==> config.mk <==
export PLATFORM = sky130hd
export DESIGN_NAME = pipelineCpu
export DESIGN_NICKNAME = d
export VERILOG_FILES = /design/src/source/cpuPkg.sv /design/src/source/pipePkg.sv /design/src/source/execStage.sv /design/src/source/hazardUnit.sv /design/src/source/instrDecoder.sv /design/src/source/pipelineCpu.sv /design/src/source/regFile.sv
export SDC_FILE = /design/constraint.sdc
export NUM_CORES = 2
export LEC_CHECK = 0
export ABC_CLOCK_PERIOD_IN_PS = 7300
export BUFFER_PORTS_ARGS = -buffer_cell sky130_fd_sc_hd__buf_4
export CAP_MARGIN = 15
export CELL_PAD_IN_SITES_DETAIL_PLACEMENT = 1
export CELL_PAD_IN_SITES_GLOBAL_PLACEMENT = 1
export CORE_MARGIN = 2
export CORE_UTILIZATION = 55
export CTS_BUF_LIST = sky130_fd_sc_hd__clkbuf_8
export DETAILED_ROUTE_END_ITERATION = 8
export PLACE_DENSITY_LB_ADDON = 0.1
export REMOVE_ABC_BUFFERS = 1
export SLEW_MARGIN = 20
export SYNTH_ARGS = -nofsm -noshare
export SYNTH_HDL_FRONTEND = slang
export SYNTH_SLANG_ARGS = --single-unit
==> constraint.sdc <==
create_clock -name clk -period 7.3 [get_ports clk]
set_input_delay 0.365 -clock clk [delete_from_list [all_inputs] [get_ports clk]]
set_output_delay 0.365 -clock clk [all_outputs]
set_load 0.005 [all_outputs]
==> src/source/cpuPkg.sv <==
// ISA subset only (R-type add/sub/and/or/slt, addi, lw, sw, beq); other encodings decode as no-ops
package cpuPkg;

    // basic widths
    typedef logic [31:0] wordT;
    typedef logic [4:0]  regAddrT;
    typedef logic [15:0] immT;

    // primary opcodes, MIPS encodings
    typedef enum logic [5:0] {
        OpRType = 6'h00,
        OpBeq   = 6'h04,
        OpAddi  = 6'h08,
        OpLw    = 6'h23,
        OpSw    = 6'h2b
    } opcodeT;

    // R-type function codes
    typedef enum logic [5:0] {
        FnAdd = 6'h20,
        FnSub = 6'h22,
        FnAnd = 6'h24,
        FnOr  = 6'h25,
        FnSlt = 6'h2a
    } functT;

    // instruction field positions
    localparam int OpcodeMsb = 31;
    localparam int OpcodeLsb = 26;
    localparam int RsMsb     = 25;
    localparam int RsLsb     = 21;
    localparam int RtMsb     = 20;
    localparam int RtLsb     = 16;
    localparam int RdMsb     = 15;
    localparam int RdLsb     = 11;
    localparam int ImmMsb    = 15;
    localparam int ImmLsb    = 0;
    localparam int FunctMsb  = 5;
    localparam int FunctLsb  = 0;

    // register file size
    localparam int RegCount = 32;
    // hard-wired zero register
    localparam regAddrT ZeroReg = 5'd0;

endpackage

==> src/source/pipePkg.sv <==
// pipeline bundles for the 5-stage core; compile after cpuPkg, which supplies the word types
package pipePkg;

    // ALU operation select
    typedef enum logic [2:0] {
        AluAdd = 3'd0,
        AluSub = 3'd1,
        AluAnd = 3'd2,
        AluOr  = 3'd3,
        AluSlt = 3'd4
    } aluOpT;

    // decoded control, all-zero means bubble
    typedef struct packed {
        logic  regWrite;
        logic  memRead;
        logic  memWrite;
        logic  memToReg;
        logic  aluSrcImm;
        logic  regDstRd;
        logic  branch;
        aluOpT aluOp;
    } ctrlT;

    // operand source for the EX stage
    typedef enum logic [1:0] {
        FwdReg = 2'd0,
        FwdMem = 2'd1,
        FwdWb  = 2'd2
    } fwdSelT;

    typedef struct packed {
        cpuPkg::wordT instr;
        cpuPkg::wordT pcPlus4;
    } ifIdT;

    typedef struct packed {
        ctrlT            ctrl;
        cpuPkg::wordT    rsData;
        cpuPkg::wordT    rtData;
        cpuPkg::wordT    imm;
        cpuPkg::regAddrT rs;
        cpuPkg::regAddrT rt;
        cpuPkg::regAddrT rd;
        cpuPkg::wordT    pcPlus4;
    } idExT;

    typedef struct packed {
        ctrlT            ctrl;
        cpuPkg::wordT    aluResult;
        cpuPkg::wordT    storeData;
        cpuPkg::regAddrT destReg;
    } exMemT;

    typedef struct packed {
        logic            regWrite;
        cpuPkg::regAddrT destReg;
        cpuPkg::wordT    value;
    } memWbT;

endpackage

==> src/source/execStage.sv <==
// combinational EX stage; forwarding selects come from hazardUnit, slt is signed
module execStage (
    input  pipePkg::idExT    idEx,
    input  pipePkg::fwdSelT  fwdA,
    input  pipePkg::fwdSelT  fwdB,
    input  cpuPkg::wordT     memResult,
    input  cpuPkg::wordT     wbResult,
    output cpuPkg::wordT     aluResult,
    output cpuPkg::wordT     storeData,
    output cpuPkg::wordT     branchTarget,
    output cpuPkg::regAddrT  destReg,
    output logic             branchTaken
);

    cpuPkg::wordT operandA;
    cpuPkg::wordT rtValue;
    cpuPkg::wordT operandB;
    logic         lessThan;

    // forwarding mux, shared by both operands
    function automatic cpuPkg::wordT fwdMux(pipePkg::fwdSelT sel,
                                            cpuPkg::wordT regValue,
                                            cpuPkg::wordT memValue,
                                            cpuPkg::wordT wbValue);
        case (sel)
            pipePkg::FwdMem: return memValue;
            pipePkg::FwdWb:  return wbValue;
            default:         return regValue;
        endcase
    endfunction

    always_comb begin
        operandA = fwdMux(fwdA, idEx.rsData, memResult, wbResult);
        rtValue  = fwdMux(fwdB, idEx.rtData, memResult, wbResult);
    end

    // immediate for addi, lw, sw
    assign operandB = idEx.ctrl.aluSrcImm ? idEx.imm : rtValue;

    // sw stores the forwarded rt
    assign storeData = rtValue;

    assign lessThan = $signed(operandA) < $signed(operandB);

    always_comb begin
        case (idEx.ctrl.aluOp)
            pipePkg::AluAdd: aluResult = operandA + operandB;
            pipePkg::AluSub: aluResult = operandA - operandB;
            pipePkg::AluAnd: aluResult = operandA & operandB;
            pipePkg::AluOr:  aluResult = operandA | operandB;
            pipePkg::AluSlt: aluResult = {31'd0, lessThan};
            default:         aluResult = operandA + operandB;
        endcase
    end

    // beq compares rs against rt, never the immediate
    assign branchTaken = idEx.ctrl.branch && (operandA == rtValue);

    // word offset relative to the delay-free PC+4
    assign branchTarget = idEx.pcPlus4 + {idEx.imm[29:0], 2'b00};

    // R-type writes rd, addi and lw write rt
    assign destReg = idEx.ctrl.regDstRd ? idEx.rd : idEx.rt;

endmodule

==> src/source/hazardUnit.sv <==
// stall on load-use (conservative on rt), forwarding priority MEM over WB, never for r0
module hazardUnit (
    input  cpuPkg::regAddrT  idRs,
    input  cpuPkg::regAddrT  idRt,
    input  pipePkg::idExT    idEx,
    input  pipePkg::exMemT   exMem,
    input  pipePkg::memWbT   memWb,
    output logic             stall,
    output pipePkg::fwdSelT  fwdA,
    output pipePkg::fwdSelT  fwdB
);

    logic loadInEx;

    // source picker for one EX operand
    function automatic pipePkg::fwdSelT pickFwd(cpuPkg::regAddrT src,
                                                pipePkg::exMemT mem,
                                                pipePkg::memWbT wb);
        if (src == cpuPkg::ZeroReg)
            return pipePkg::FwdReg;
        // youngest producer wins
        else if (mem.ctrl.regWrite && mem.destReg == src)
            return pipePkg::FwdMem;
        else if (wb.regWrite && wb.destReg == src)
            return pipePkg::FwdWb;
        else
            return pipePkg::FwdReg;
    endfunction

    // lw in EX writes rt
    assign loadInEx = idEx.ctrl.memRead && idEx.rt != cpuPkg::ZeroReg;

    // one bubble, the load data then comes from WB
    assign stall = loadInEx && (idEx.rt == idRs || idEx.rt == idRt);

    always_comb begin
        fwdA = pickFwd(idEx.rs, exMem, memWb);
        fwdB = pickFwd(idEx.rt, exMem, memWb);
    end

endmodule

==> src/source/instrDecoder.sv <==
// purely combinational; unsupported opcode or funct yields an all-zero control bundle
module instrDecoder (
    input  cpuPkg::wordT  instr,
    output pipePkg::ctrlT ctrl,
    output cpuPkg::wordT  imm
);

    cpuPkg::opcodeT opcode;
    cpuPkg::functT  funct;
    cpuPkg::immT    immField;

    // field extraction
    assign opcode   = cpuPkg::opcodeT'(instr[cpuPkg::OpcodeMsb:cpuPkg::OpcodeLsb]);
    assign funct    = cpuPkg::functT'(instr[cpuPkg::FunctMsb:cpuPkg::FunctLsb]);
    assign immField = instr[cpuPkg::ImmMsb:cpuPkg::ImmLsb];

    // sign extension for addi, lw, sw and beq offsets
    assign imm = {{16{immField[15]}}, immField};

    always_comb begin
        ctrl = '0;
        case (opcode)
            cpuPkg::OpRType: begin
                ctrl.regWrite = 1'b1;
                ctrl.regDstRd = 1'b1;
                case (funct)
                    cpuPkg::FnAdd: ctrl.aluOp = pipePkg::AluAdd;
                    cpuPkg::FnSub: ctrl.aluOp = pipePkg::AluSub;
                    cpuPkg::FnAnd: ctrl.aluOp = pipePkg::AluAnd;
                    cpuPkg::FnOr:  ctrl.aluOp = pipePkg::AluOr;
                    cpuPkg::FnSlt: ctrl.aluOp = pipePkg::AluSlt;
                    // unknown funct, drop back to a no-op
                    default:       ctrl = '0;
                endcase
            end
            cpuPkg::OpAddi: begin
                ctrl.regWrite  = 1'b1;
                ctrl.aluSrcImm = 1'b1;
            end
            cpuPkg::OpLw: begin
                // address = base + offset, result from memory
                ctrl.regWrite  = 1'b1;
                ctrl.memRead   = 1'b1;
                ctrl.memToReg  = 1'b1;
                ctrl.aluSrcImm = 1'b1;
            end
            cpuPkg::OpSw: begin
                ctrl.memWrite  = 1'b1;
                ctrl.aluSrcImm = 1'b1;
            end
            cpuPkg::OpBeq: begin
                // compare is done in EX on forwarded operands
                ctrl.branch = 1'b1;
            end
            default: ctrl = '0;
        endcase
    end

endmodule

==> src/source/pipelineCpu.sv <==
// PC resets to 0; memories are external and must answer combinationally in the same cycle
module pipelineCpu (
    input  logic         clk,
    input  logic         reset,
    output cpuPkg::wordT instAddr,
    input  cpuPkg::wordT instr,
    output cpuPkg::wordT dataAddr,
    output cpuPkg::wordT dataWrite,
    output logic         dataWriteEnable,
    output logic         dataReadEnable,
    input  cpuPkg::wordT dataRead
);

    cpuPkg::wordT    pc;
    cpuPkg::wordT    pcPlus4;
    pipePkg::ifIdT   ifIdReg;
    pipePkg::idExT   idExReg;
    pipePkg::idExT   idExNext;
    pipePkg::exMemT  exMemReg;
    pipePkg::memWbT  memWbReg;
    pipePkg::memWbT  memWbNext;
    pipePkg::ctrlT   idCtrl;
    cpuPkg::wordT    idImm;
    cpuPkg::wordT    rsData;
    cpuPkg::wordT    rtData;
    cpuPkg::regAddrT idRs;
    cpuPkg::regAddrT idRt;
    cpuPkg::regAddrT idRd;
    logic            stall;
    pipePkg::fwdSelT fwdA;
    pipePkg::fwdSelT fwdB;
    cpuPkg::wordT    aluResult;
    cpuPkg::wordT    storeData;
    cpuPkg::wordT    branchTarget;
    cpuPkg::regAddrT destReg;
    logic            branchTaken;

    // fetch
    assign instAddr = pc;
    assign pcPlus4  = pc + 32'd4;

    // taken branch beats a stall, the stalled instruction is flushed anyway
    always_ff @(posedge clk or negedge reset) begin
        if (!reset)
            pc <= '0;
        else if (branchTaken)
            pc <= branchTarget;
        else if (!stall)
            pc <= pcPlus4;
    end

    // zero word decodes as a no-op, so clearing is a flush
    always_ff @(posedge clk or negedge reset) begin
        if (!reset)
            ifIdReg <= '0;
        else if (branchTaken)
            ifIdReg <= '0;
        else if (!stall)
            ifIdReg <= '{instr: instr, pcPlus4: pcPlus4};
    end

    // decode
    assign idRs = ifIdReg.instr[cpuPkg::RsMsb:cpuPkg::RsLsb];
    assign idRt = ifIdReg.instr[cpuPkg::RtMsb:cpuPkg::RtLsb];
    assign idRd = ifIdReg.instr[cpuPkg::RdMsb:cpuPkg::RdLsb];

    instrDecoder u_instrDecoder (
        .instr (ifIdReg.instr),
        .ctrl  (idCtrl),
        .imm   (idImm)
    );

    // write port driven from WB
    regFile u_regFile (
        .clk         (clk),
        .reset       (reset),
        .readAddrA   (idRs),
        .readAddrB   (idRt),
        .readDataA   (rsData),
        .readDataB   (rtData),
        .writeEnable (memWbReg.regWrite),
        .writeAddr   (memWbReg.destReg),
        .writeData   (memWbReg.value)
    );

    hazardUnit u_hazardUnit (
        .idRs  (idRs),
        .idRt  (idRt),
        .idEx  (idExReg),
        .exMem (exMemReg),
        .memWb (memWbReg),
        .stall (stall),
        .fwdA  (fwdA),
        .fwdB  (fwdB)
    );

    assign idExNext = '{ctrl: idCtrl, rsData: rsData, rtData: rtData, imm: idImm,
                        rs: idRs, rt: idRt, rd: idRd, pcPlus4: ifIdReg.pcPlus4};

    // bubble on stall or flush, only the control bundle matters
    always_ff @(posedge clk or negedge reset) begin
        if (!reset) begin
            idExReg <= '0;
        end else begin
            idExReg <= idExNext;
            if (branchTaken || stall)
                idExReg.ctrl <= '0;
        end
    end

    // execute
    execStage u_execStage (
        .idEx         (idExReg),
        .fwdA         (fwdA),
        .fwdB         (fwdB),
        .memResult    (exMemReg.aluResult),
        .wbResult     (memWbReg.value),
        .aluResult    (aluResult),
        .storeData    (storeData),
        .branchTarget (branchTarget),
        .destReg      (destReg),
        .branchTaken  (branchTaken)
    );

    always_ff @(posedge clk or negedge reset) begin
        if (!reset)
            exMemReg <= '0;
        else
            exMemReg <= '{ctrl: idExReg.ctrl, aluResult: aluResult,
                          storeData: storeData, destReg: destReg};
    end

    // memory access, address is the ALU sum
    assign dataAddr        = exMemReg.aluResult;
    assign dataWrite       = exMemReg.storeData;
    assign dataWriteEnable = exMemReg.ctrl.memWrite;
    assign dataReadEnable  = exMemReg.ctrl.memRead;

    // load data or ALU result
    assign memWbNext = '{regWrite: exMemReg.ctrl.regWrite, destReg: exMemReg.destReg,
                         value: exMemReg.ctrl.memToReg ? dataRead : exMemReg.aluResult};

    always_ff @(posedge clk or negedge reset) begin
        if (!reset)
            memWbReg <= '0;
        else
            memWbReg <= memWbNext;
    end

endmodule

==> src/source/regFile.sv <==
// 2 read / 1 write; r0 reads as zero, a write in the same cycle is visible on the read ports
module regFile (
    input  logic            clk,
    input  logic            reset,
    input  cpuPkg::regAddrT readAddrA,
    input  cpuPkg::regAddrT readAddrB,
    output cpuPkg::wordT    readDataA,
    output cpuPkg::wordT    readDataB,
    input  logic            writeEnable,
    input  cpuPkg::regAddrT writeAddr,
    input  cpuPkg::wordT    writeData
);

    cpuPkg::wordT regs [cpuPkg::RegCount];

    // one read port, with zero register and write bypass
    function automatic cpuPkg::wordT readPort(cpuPkg::regAddrT addr);
        if (addr == cpuPkg::ZeroReg)
            return '0;
        else if (writeEnable && writeAddr == addr)
            return writeData;
        else
            return regs[addr];
    endfunction

    always_ff @(posedge clk or negedge reset) begin
        if (!reset) begin
            for (int i = 0; i < cpuPkg::RegCount; i++)
                regs[i] <= '0;
        end else if (writeEnable && writeAddr != cpuPkg::ZeroReg) begin
            regs[writeAddr] <= writeData;
        end
    end

    always_comb begin
        readDataA = readPort(readAddrA);
        readDataB = readPort(readAddrB);
    end

endmodule

; Word-level counts from Yosys, hierarchy flattened
; Cells that the tools add are included.
[word_totals]
ff_bits = 1368
latchBits = 0
ramBits = 0
romBits = 0
out_inout_bits = 98
n_memories = 0
[classes]
addsub = 4
multipliers = 0
n_div = 0
n_lt_le_gt_ge = 5
n_eq_ne = 27
shifts = 0
muxes = 40
bitwise_logic = 5
n_reduce_logical = 23
[ops]
columns = operator, count
row1 = $bwmux W1024, 1
row2 = $mux W32, 13
row3 = $bmux W32 S5, 2
row4 = $demux W32 S5, 1
row5 = $mux W64, 2
row6 = $pmux W32 S2, 2
row7 = $pmux W32 S4, 1
row8 = $add A32 B32 Y32, 2
row9 = $eq A6 B6 Y1 const B, 7
row10 = $eq A5 B5 Y1, 8
row11 = $add A32 B3 Y32 const B, 1
row12 = $and A32 B32 Y32, 1
row13 = $eq A32 B32 Y1, 1
row14 = $lt A32 B32 Y1, 1
row15 = $or A32 B32 Y32, 1
row16 = $sub A32 B32 Y32, 1
row17 = $logic_not A5 Y1, 4
row18 = $ge A6 B6 Y1 const B, 3
row19 = $not A5 Y6, 3
row20 = $mux W2, 6
row21 = $pmux W1 S2, 6
row22 = $pmux W3 S4, 1
row23 = $logic_and A1 B1 Y1, 11
row24 = $mux W10, 1
row25 = other kinds (19), 24

; Logic depth before layout (Yosys ltp)
[depth]
word_depth = 11
depth_mapped = 25
depth_no_buf = 20

; Hierarchy
; Synthesis repeated with hierarchy kept, for this count alone.
[hier_totals]
hier_cells = 6050
area_unflattened_um2 = 76860.0
[by_module_without_submodules]
columns = mod, n_inst, cells_each, area_per_inst_um2, seq_area_each_um2
row1 = regFile, 1, 3747, 54913.9, 25624.6
row2 = pipelineCpu, 1, 905, 12776.0, 9158.8
row3 = execStage, 1, 1284, 8321.7, 0.0
row4 = hazardUnit, 1, 57, 424.2, 0.0
row5 = instrDecoder, 1, 57, 424.2, 0.0

; Worst setup path before layout
; No wires, ideal clock.
[synth_path]
path_type = register -> register
from = reg memWbReg[32] in the netlist's numbering
to = reg exMemReg (netlist bit dataAddr[30])
arrival_ps = 5635
slack_ps = 1527
stages_incl_launch_ff = 24
n_path_buf = 6
cell_sequence = dfrtp_1 > clkbuf_1 > clkbuf_1 > xnor2_1 > nand4_1 > or4_1 > inv_1 > ha_1 > clkbuf_1 > clkbuf_1 > clkbuf_1 > a22oi_1 > o21a_1 > o21ai_0 > ha_1 > clkbuf_1 > or4_1 > a31oi_1 > nor4_1 > o41ai_1 > a21bo_2 > a311oi_1 > a221oi_1 > o22ai_1
[synth_between]
elab_chain_len = 10
word_cells_on_any_way = 22
cone_classes = add/sub: 2 / eq/ne: 6 / mux: 10 / bitwise: 2 / reduce/logical: 2
[synth_lines]
columns = item, line_no
row1 = from (decl), pipelineCpu.sv:20  ; pipePkg::memWbT memWbReg;
row2 = from (signal assigned), pipelineCpu.sv:147  ; memWbReg <= memWbNext;
row3 = $eq A5 B5 Y1, hazardUnit.sv:24  ; else if (wb.regWrite && wb.destReg == src)
row4 = $logic_and A1 B1 Y1, hazardUnit.sv:24
row5 = $mux W2, hazardUnit.sv:24
row6 = $mux W2, hazardUnit.sv:22  ; else if (mem.ctrl.regWrite && mem.destReg == src)
row7 = $mux W2, hazardUnit.sv:19  ; if (src == cpuPkg::ZeroReg)
row8 = $eq A2 B2 Y1 or $eq A2 B1 Y1 (tied branches), execStage.sv:25  ; case (sel)
row9 = $pmux W32 S2, execStage.sv:25
row10 = $mux W32, execStage.sv:38  ; assign operandB = idEx.ctrl.aluSrcImm ? idEx.imm : rtValue;
row11 = "$add A32 B32 Y32, or another cell as far along", "execStage.sv:47, execStage.sv:52"
row12 = $pmux W32 S4 *, execStage.sv:46  ; case (idEx.ctrl.aluOp)
row13 = via aluResult[30], pipelineCpu.sv:32  ; cpuPkg::wordT aluResult;
row14 = to (signal assigned), pipelineCpu.sv:129  ; exMemReg <= '{ctrl: idExReg.ctrl, aluResult: aluResult,
row15 = to (decl), pipelineCpu.sv:19  ; pipePkg::exMemT exMemReg;
; The timed path passes the listed nets; every way through them passes the cells marked *.
; A chain may end at the register's enable or synchronous reset.

; Worst setup path in the final report
; Same ends and word-level chain as after synthesis.

==> summary.txt <==
Result of the run: finished clean
Number of distinct library cells after synthesis: 77
Global-route wire length before repair: 375000 um
Clock-pin slew of the registers on the worst-case setup and hold paths: 0.07 ns
Sequential-to-total area share from yosys stat: 45.4%
Final hold viol count: 0
Critical path arrival: 7.57 ns
Ratio of routed vias to standard cells: 6.79
Total of max-cap violations: 0
Power density cells: 200 mW/mm2
Overflow left after global routing: 0
Share of the synthesized area in the top cell type: 45.4%
Crit path launch type: flop
Num CTS Buffers: 225
Wire length per cell after detailed routing: 33.1 um
Asr flop ratio synth: 100%
Gp weighted congestion: 0.972
Worst-case setup slack after placement: 0.718 ns
Initial drt markers: 4501
Detailed-route via count: 51500
Lkg Pwr: 0.0385 uW
GRT Util Overall: 36.3%
Starting density of the core: 55.4%
Slack of the critical path: 0.497 ns
Category of the worst setup path capture point: flop
Final cycle utilization of the critical path: 93.2%
Number of standard cells after synthesis: 5666
Number of buffers inserted to repair setup after CTS: 0
IO Pins: 164
Clock sinks: 1361
Number of max-slew violations in the final report: 0
Final critical delay including setup and external delays: 6.80 ns
Type of the worst setup path: flop to flop
Max Root-Sink Buffers: 3
Maximum fanout along the worst path: 19
Number of antenna violations at the first check in global routing: 7
Number of resized instances in the post-cts repair step: 0
Max rail drop VDD: 0.164 mV
Commonest non-fill, non-tap cell in the layout: sky130_fd_sc_hd__dfrtp_1
Clock Skew: 0.0660 ns
Clock tree from TritonCTS: done
Largest cells by area after synthesis: sky130_fd_sc_hd__dfrtp_1 45%, sky130_fd_sc_hd__mux4_2 18%, sky130_fd_sc_hd__mux2_2 15%
Number of cell rows: 135
Synthesized flop and latch total: 1361
Overall die area: 0.139 mm2
Number of nets in the final layout: 5824
Path class of the lowest-slack min-delay path: input pin to asynchronous set/reset pin
Number of detailed-route iterations in the first pass: 5
Clock tree root buffer cell: sky130_fd_sc_hd__clkbuf_8
Overall power of the completed layout: 16500 uW
Fraction of final layout cells with drive strength greater than 1: 40.2%
Antenna Nets Post-Route: 0
Count of port buffers added during placement: 163
Fin util: 61.0%
DR DRC count: 0
Clock latency of the later-clocked register in the worst-skew pair: 0.98 ns
Maximum level of the CTS H-tree: 4
Critical path data required time: 8.06 ns
Warnings, synthesis: 0
Chip Height: 373 um
Final WL: 251000 um
Predominant post-synthesis flop cell: sky130_fd_sc_hd__dfrtp_1
Core area: 0.135 mm2
Mean instance size in the synthesized netlist: 13.3 um2
Cell type with the highest aggregate area in the netlist: sky130_fd_sc_hd__dfrtp_1
Placed cell areas: 0.0774 mm2
DIE WIDTH: 373 um
Max Fclk: 147 MHz
Slew margin rel.: 17.7%
Detailed placement HPWL: 153000 um
Setup repair after global routing missed its margin: false
Area growth from synthesis to final layout: 10.1%
Final Setup Violations: 0
Cell area after technology mapping: 0.0751 mm2
Pin count of the biggest net entering global routing: 172
Via count of the first global-routing pass: 55000
Post-Route Setup TNS: 0 ns
EDFF count, synth: 0
Most frequent cells in the layout: 1345 x sky130_fd_sc_hd__dfrtp_1, 1029 x sky130_fd_sc_hd__mux2_2, 603 x sky130_fd_sc_hd__mux4_2, 283 x sky130_fd_sc_hd__buf_4, 278 x sky130_fd_sc_hd__clkbuf_8
Summed area of non-filler cells in the final layout: 0.0826 mm2
Slew at the pin closest to its max-slew limit: 1.23 ns
## flip-flops by register name, summed over array words and instances (netlist names)
signal and count:
instAddr 32, ifIdReg 17, exMemReg 6, dataWriteEnable 1
dataWrite 32, dataReadEnable 1, dataAddr 32, u_regFile.regs 1024
memWbReg 38, idExReg 131, idExNext 47
## final timing paths
kind / from / end / slack [ns] / cells after the start
setup / recovery: memWbReg[32] / dataAddr[30] / 0.50 / 18
hold / removal: reset / u_regFile.regs[485] / 0.10 / 2
setup reg to reg: memWbReg[32] / dataAddr[30] / 0.50 / 18
hold reg to reg: idExNext[34] / idExReg[34] / 0.33 / 0
max in group asynchronous: reset / memWbReg[9] / 5.26 / 4
min in group clk: dataRead[25] / memWbReg[25] / 0.18 / 3
## report_power, final
| part | internal, uW | switching, uW |
|---|---|---|
| clock network | 3570 | 3270 |
| logic | 658 | 1010 |
| registers | 7730 | 249 |
| total | 12000 | 4530 |
## through the flow
step,hold slack (ns),instances
2_1_floorplan,0.0694,5032
3_3_place_gp,0.358,7113
3_5_place_dp,0.363,7114
4_1_cts,0.0649,7576
5_1_grt,0.116,7578
6_report,0.104,7579
## cell usage after synthesis (7+ instances only)
| master | count |
|---|---|
| sky130_fd_sc_hd__dfrtp_1 | 1361 |
| sky130_fd_sc_hd__mux2_2 | 1029 |
| sky130_fd_sc_hd__mux4_2 | 603 |
| sky130_fd_sc_hd__clkbuf_1 | 422 |
| sky130_fd_sc_hd__nor2_1 | 242 |
| sky130_fd_sc_hd__nand2_1 | 231 |
| sky130_fd_sc_hd__a21oi_1 | 169 |
| sky130_fd_sc_hd__o21ai_0 | 157 |
| sky130_fd_sc_hd__inv_1 | 149 |
| sky130_fd_sc_hd__a211oi_1 | 143 |
| sky130_fd_sc_hd__ha_1 | 130 |
| sky130_fd_sc_hd__buf_1 | 118 |
| sky130_fd_sc_hd__mux2i_1 | 112 |
| sky130_fd_sc_hd__xnor2_1 | 87 |
| sky130_fd_sc_hd__buf_4 | 68 |
| sky130_fd_sc_hd__xor2_1 | 66 |
| sky130_fd_sc_hd__nor2b_1 | 55 |
| sky130_fd_sc_hd__nand3_1 | 41 |
| sky130_fd_sc_hd__a221o_1 | 38 |
| sky130_fd_sc_hd__a22oi_1 | 31 |
| sky130_fd_sc_hd__nor3_1 | 29 |
| sky130_fd_sc_hd__o22ai_1 | 28 |
| sky130_fd_sc_hd__buf_2 | 24 |
| sky130_fd_sc_hd__o21bai_1 | 24 |
| sky130_fd_sc_hd__a221oi_1 | 23 |
| sky130_fd_sc_hd__and3_1 | 22 |
| sky130_fd_sc_hd__nand2b_1 | 21 |
| sky130_fd_sc_hd__o21a_1 | 21 |
| sky130_fd_sc_hd__a21o_1 | 20 |
| sky130_fd_sc_hd__nor4_1 | 17 |
| sky130_fd_sc_hd__nand4_1 | 15 |
| sky130_fd_sc_hd__a31oi_1 | 13 |
| sky130_fd_sc_hd__o31ai_1 | 11 |
| sky130_fd_sc_hd__or3_1 | 11 |
| sky130_fd_sc_hd__or4_1 | 10 |
| sky130_fd_sc_hd__and2_1 | 9 |
| sky130_fd_sc_hd__o211ai_1 | 9 |
| sky130_fd_sc_hd__o221a_2 | 9 |
| sky130_fd_sc_hd__o221ai_1 | 7 |
## timing repair
item	4_1_cts	5_1_grt
hold endpoints to repair	188	0
endpoints found under the setup margin	0	0
hold buffers	65	0
## cell type report
class                           instances  area, um2
Fill cell                           12700      52800
Multi-Input combinational cell       3522      38100
Sequential cell                      1361      34100
Clock buffer                          278       3830
Timing Repair Buffer                  366       3150
Tap cell                             1781       2230
Clock inverter                        119        697
Inverter                              149        559
Antenna cell                            3       7.51
## logic make-up (layout without fill, tap and decap cells)
family	count (synthesis)	in the layout	synth area share, %
compound gates	767	767	6.84
simple gates	722	722	4.41
other cells	0	3	0
mux	1747	1747	35.1
fa+ha+maj	133	133	2.25
flops	1361	1361	45.4
buf+inv	783	912	4.31
xor+xnor	153	153	1.78
## worst max-delay path, cell delays in order, from the launching register on
cell and delay [ns]:
sky130_fd_sc_hd__dfrtp_1 0.94, sky130_fd_sc_hd__xnor2_1 0.20, sky130_fd_sc_hd__nand4_1 0.12, sky130_fd_sc_hd__or4_1 0.48, sky130_fd_sc_hd__ha_2 0.37, sky130_fd_sc_hd__a221o_1 0.38
sky130_fd_sc_hd__o21ai_0 0.17, sky130_fd_sc_hd__o21ai_0 0.25, sky130_fd_sc_hd__ha_1 0.29, sky130_fd_sc_hd__fa_1 0.48, sky130_fd_sc_hd__o21ba_2 0.23, sky130_fd_sc_hd__or4_1 0.43
sky130_fd_sc_hd__a31oi_1 0.33, sky130_fd_sc_hd__nor4_1 0.16, sky130_fd_sc_hd__o41ai_1 0.88, sky130_fd_sc_hd__a21bo_2 0.34, sky130_fd_sc_hd__a311oi_1 0.17, sky130_fd_sc_hd__a221oi_1 0.29
sky130_fd_sc_hd__o22ai_1 0.10
## routing by layer
layer | GRT usage [%] | share of wire [%] | vias up
met3 | 7.96 | 7.6 | 539
met1 | 50.1 | 41 | 27800
li1 | - | - | 21000
met4 | 13.7 | 4.0 | 2
met5 | 0 | 0.0052 | -
met2 | 56.9 | 47 | 2080
Power figures use the tool's default switching activity.
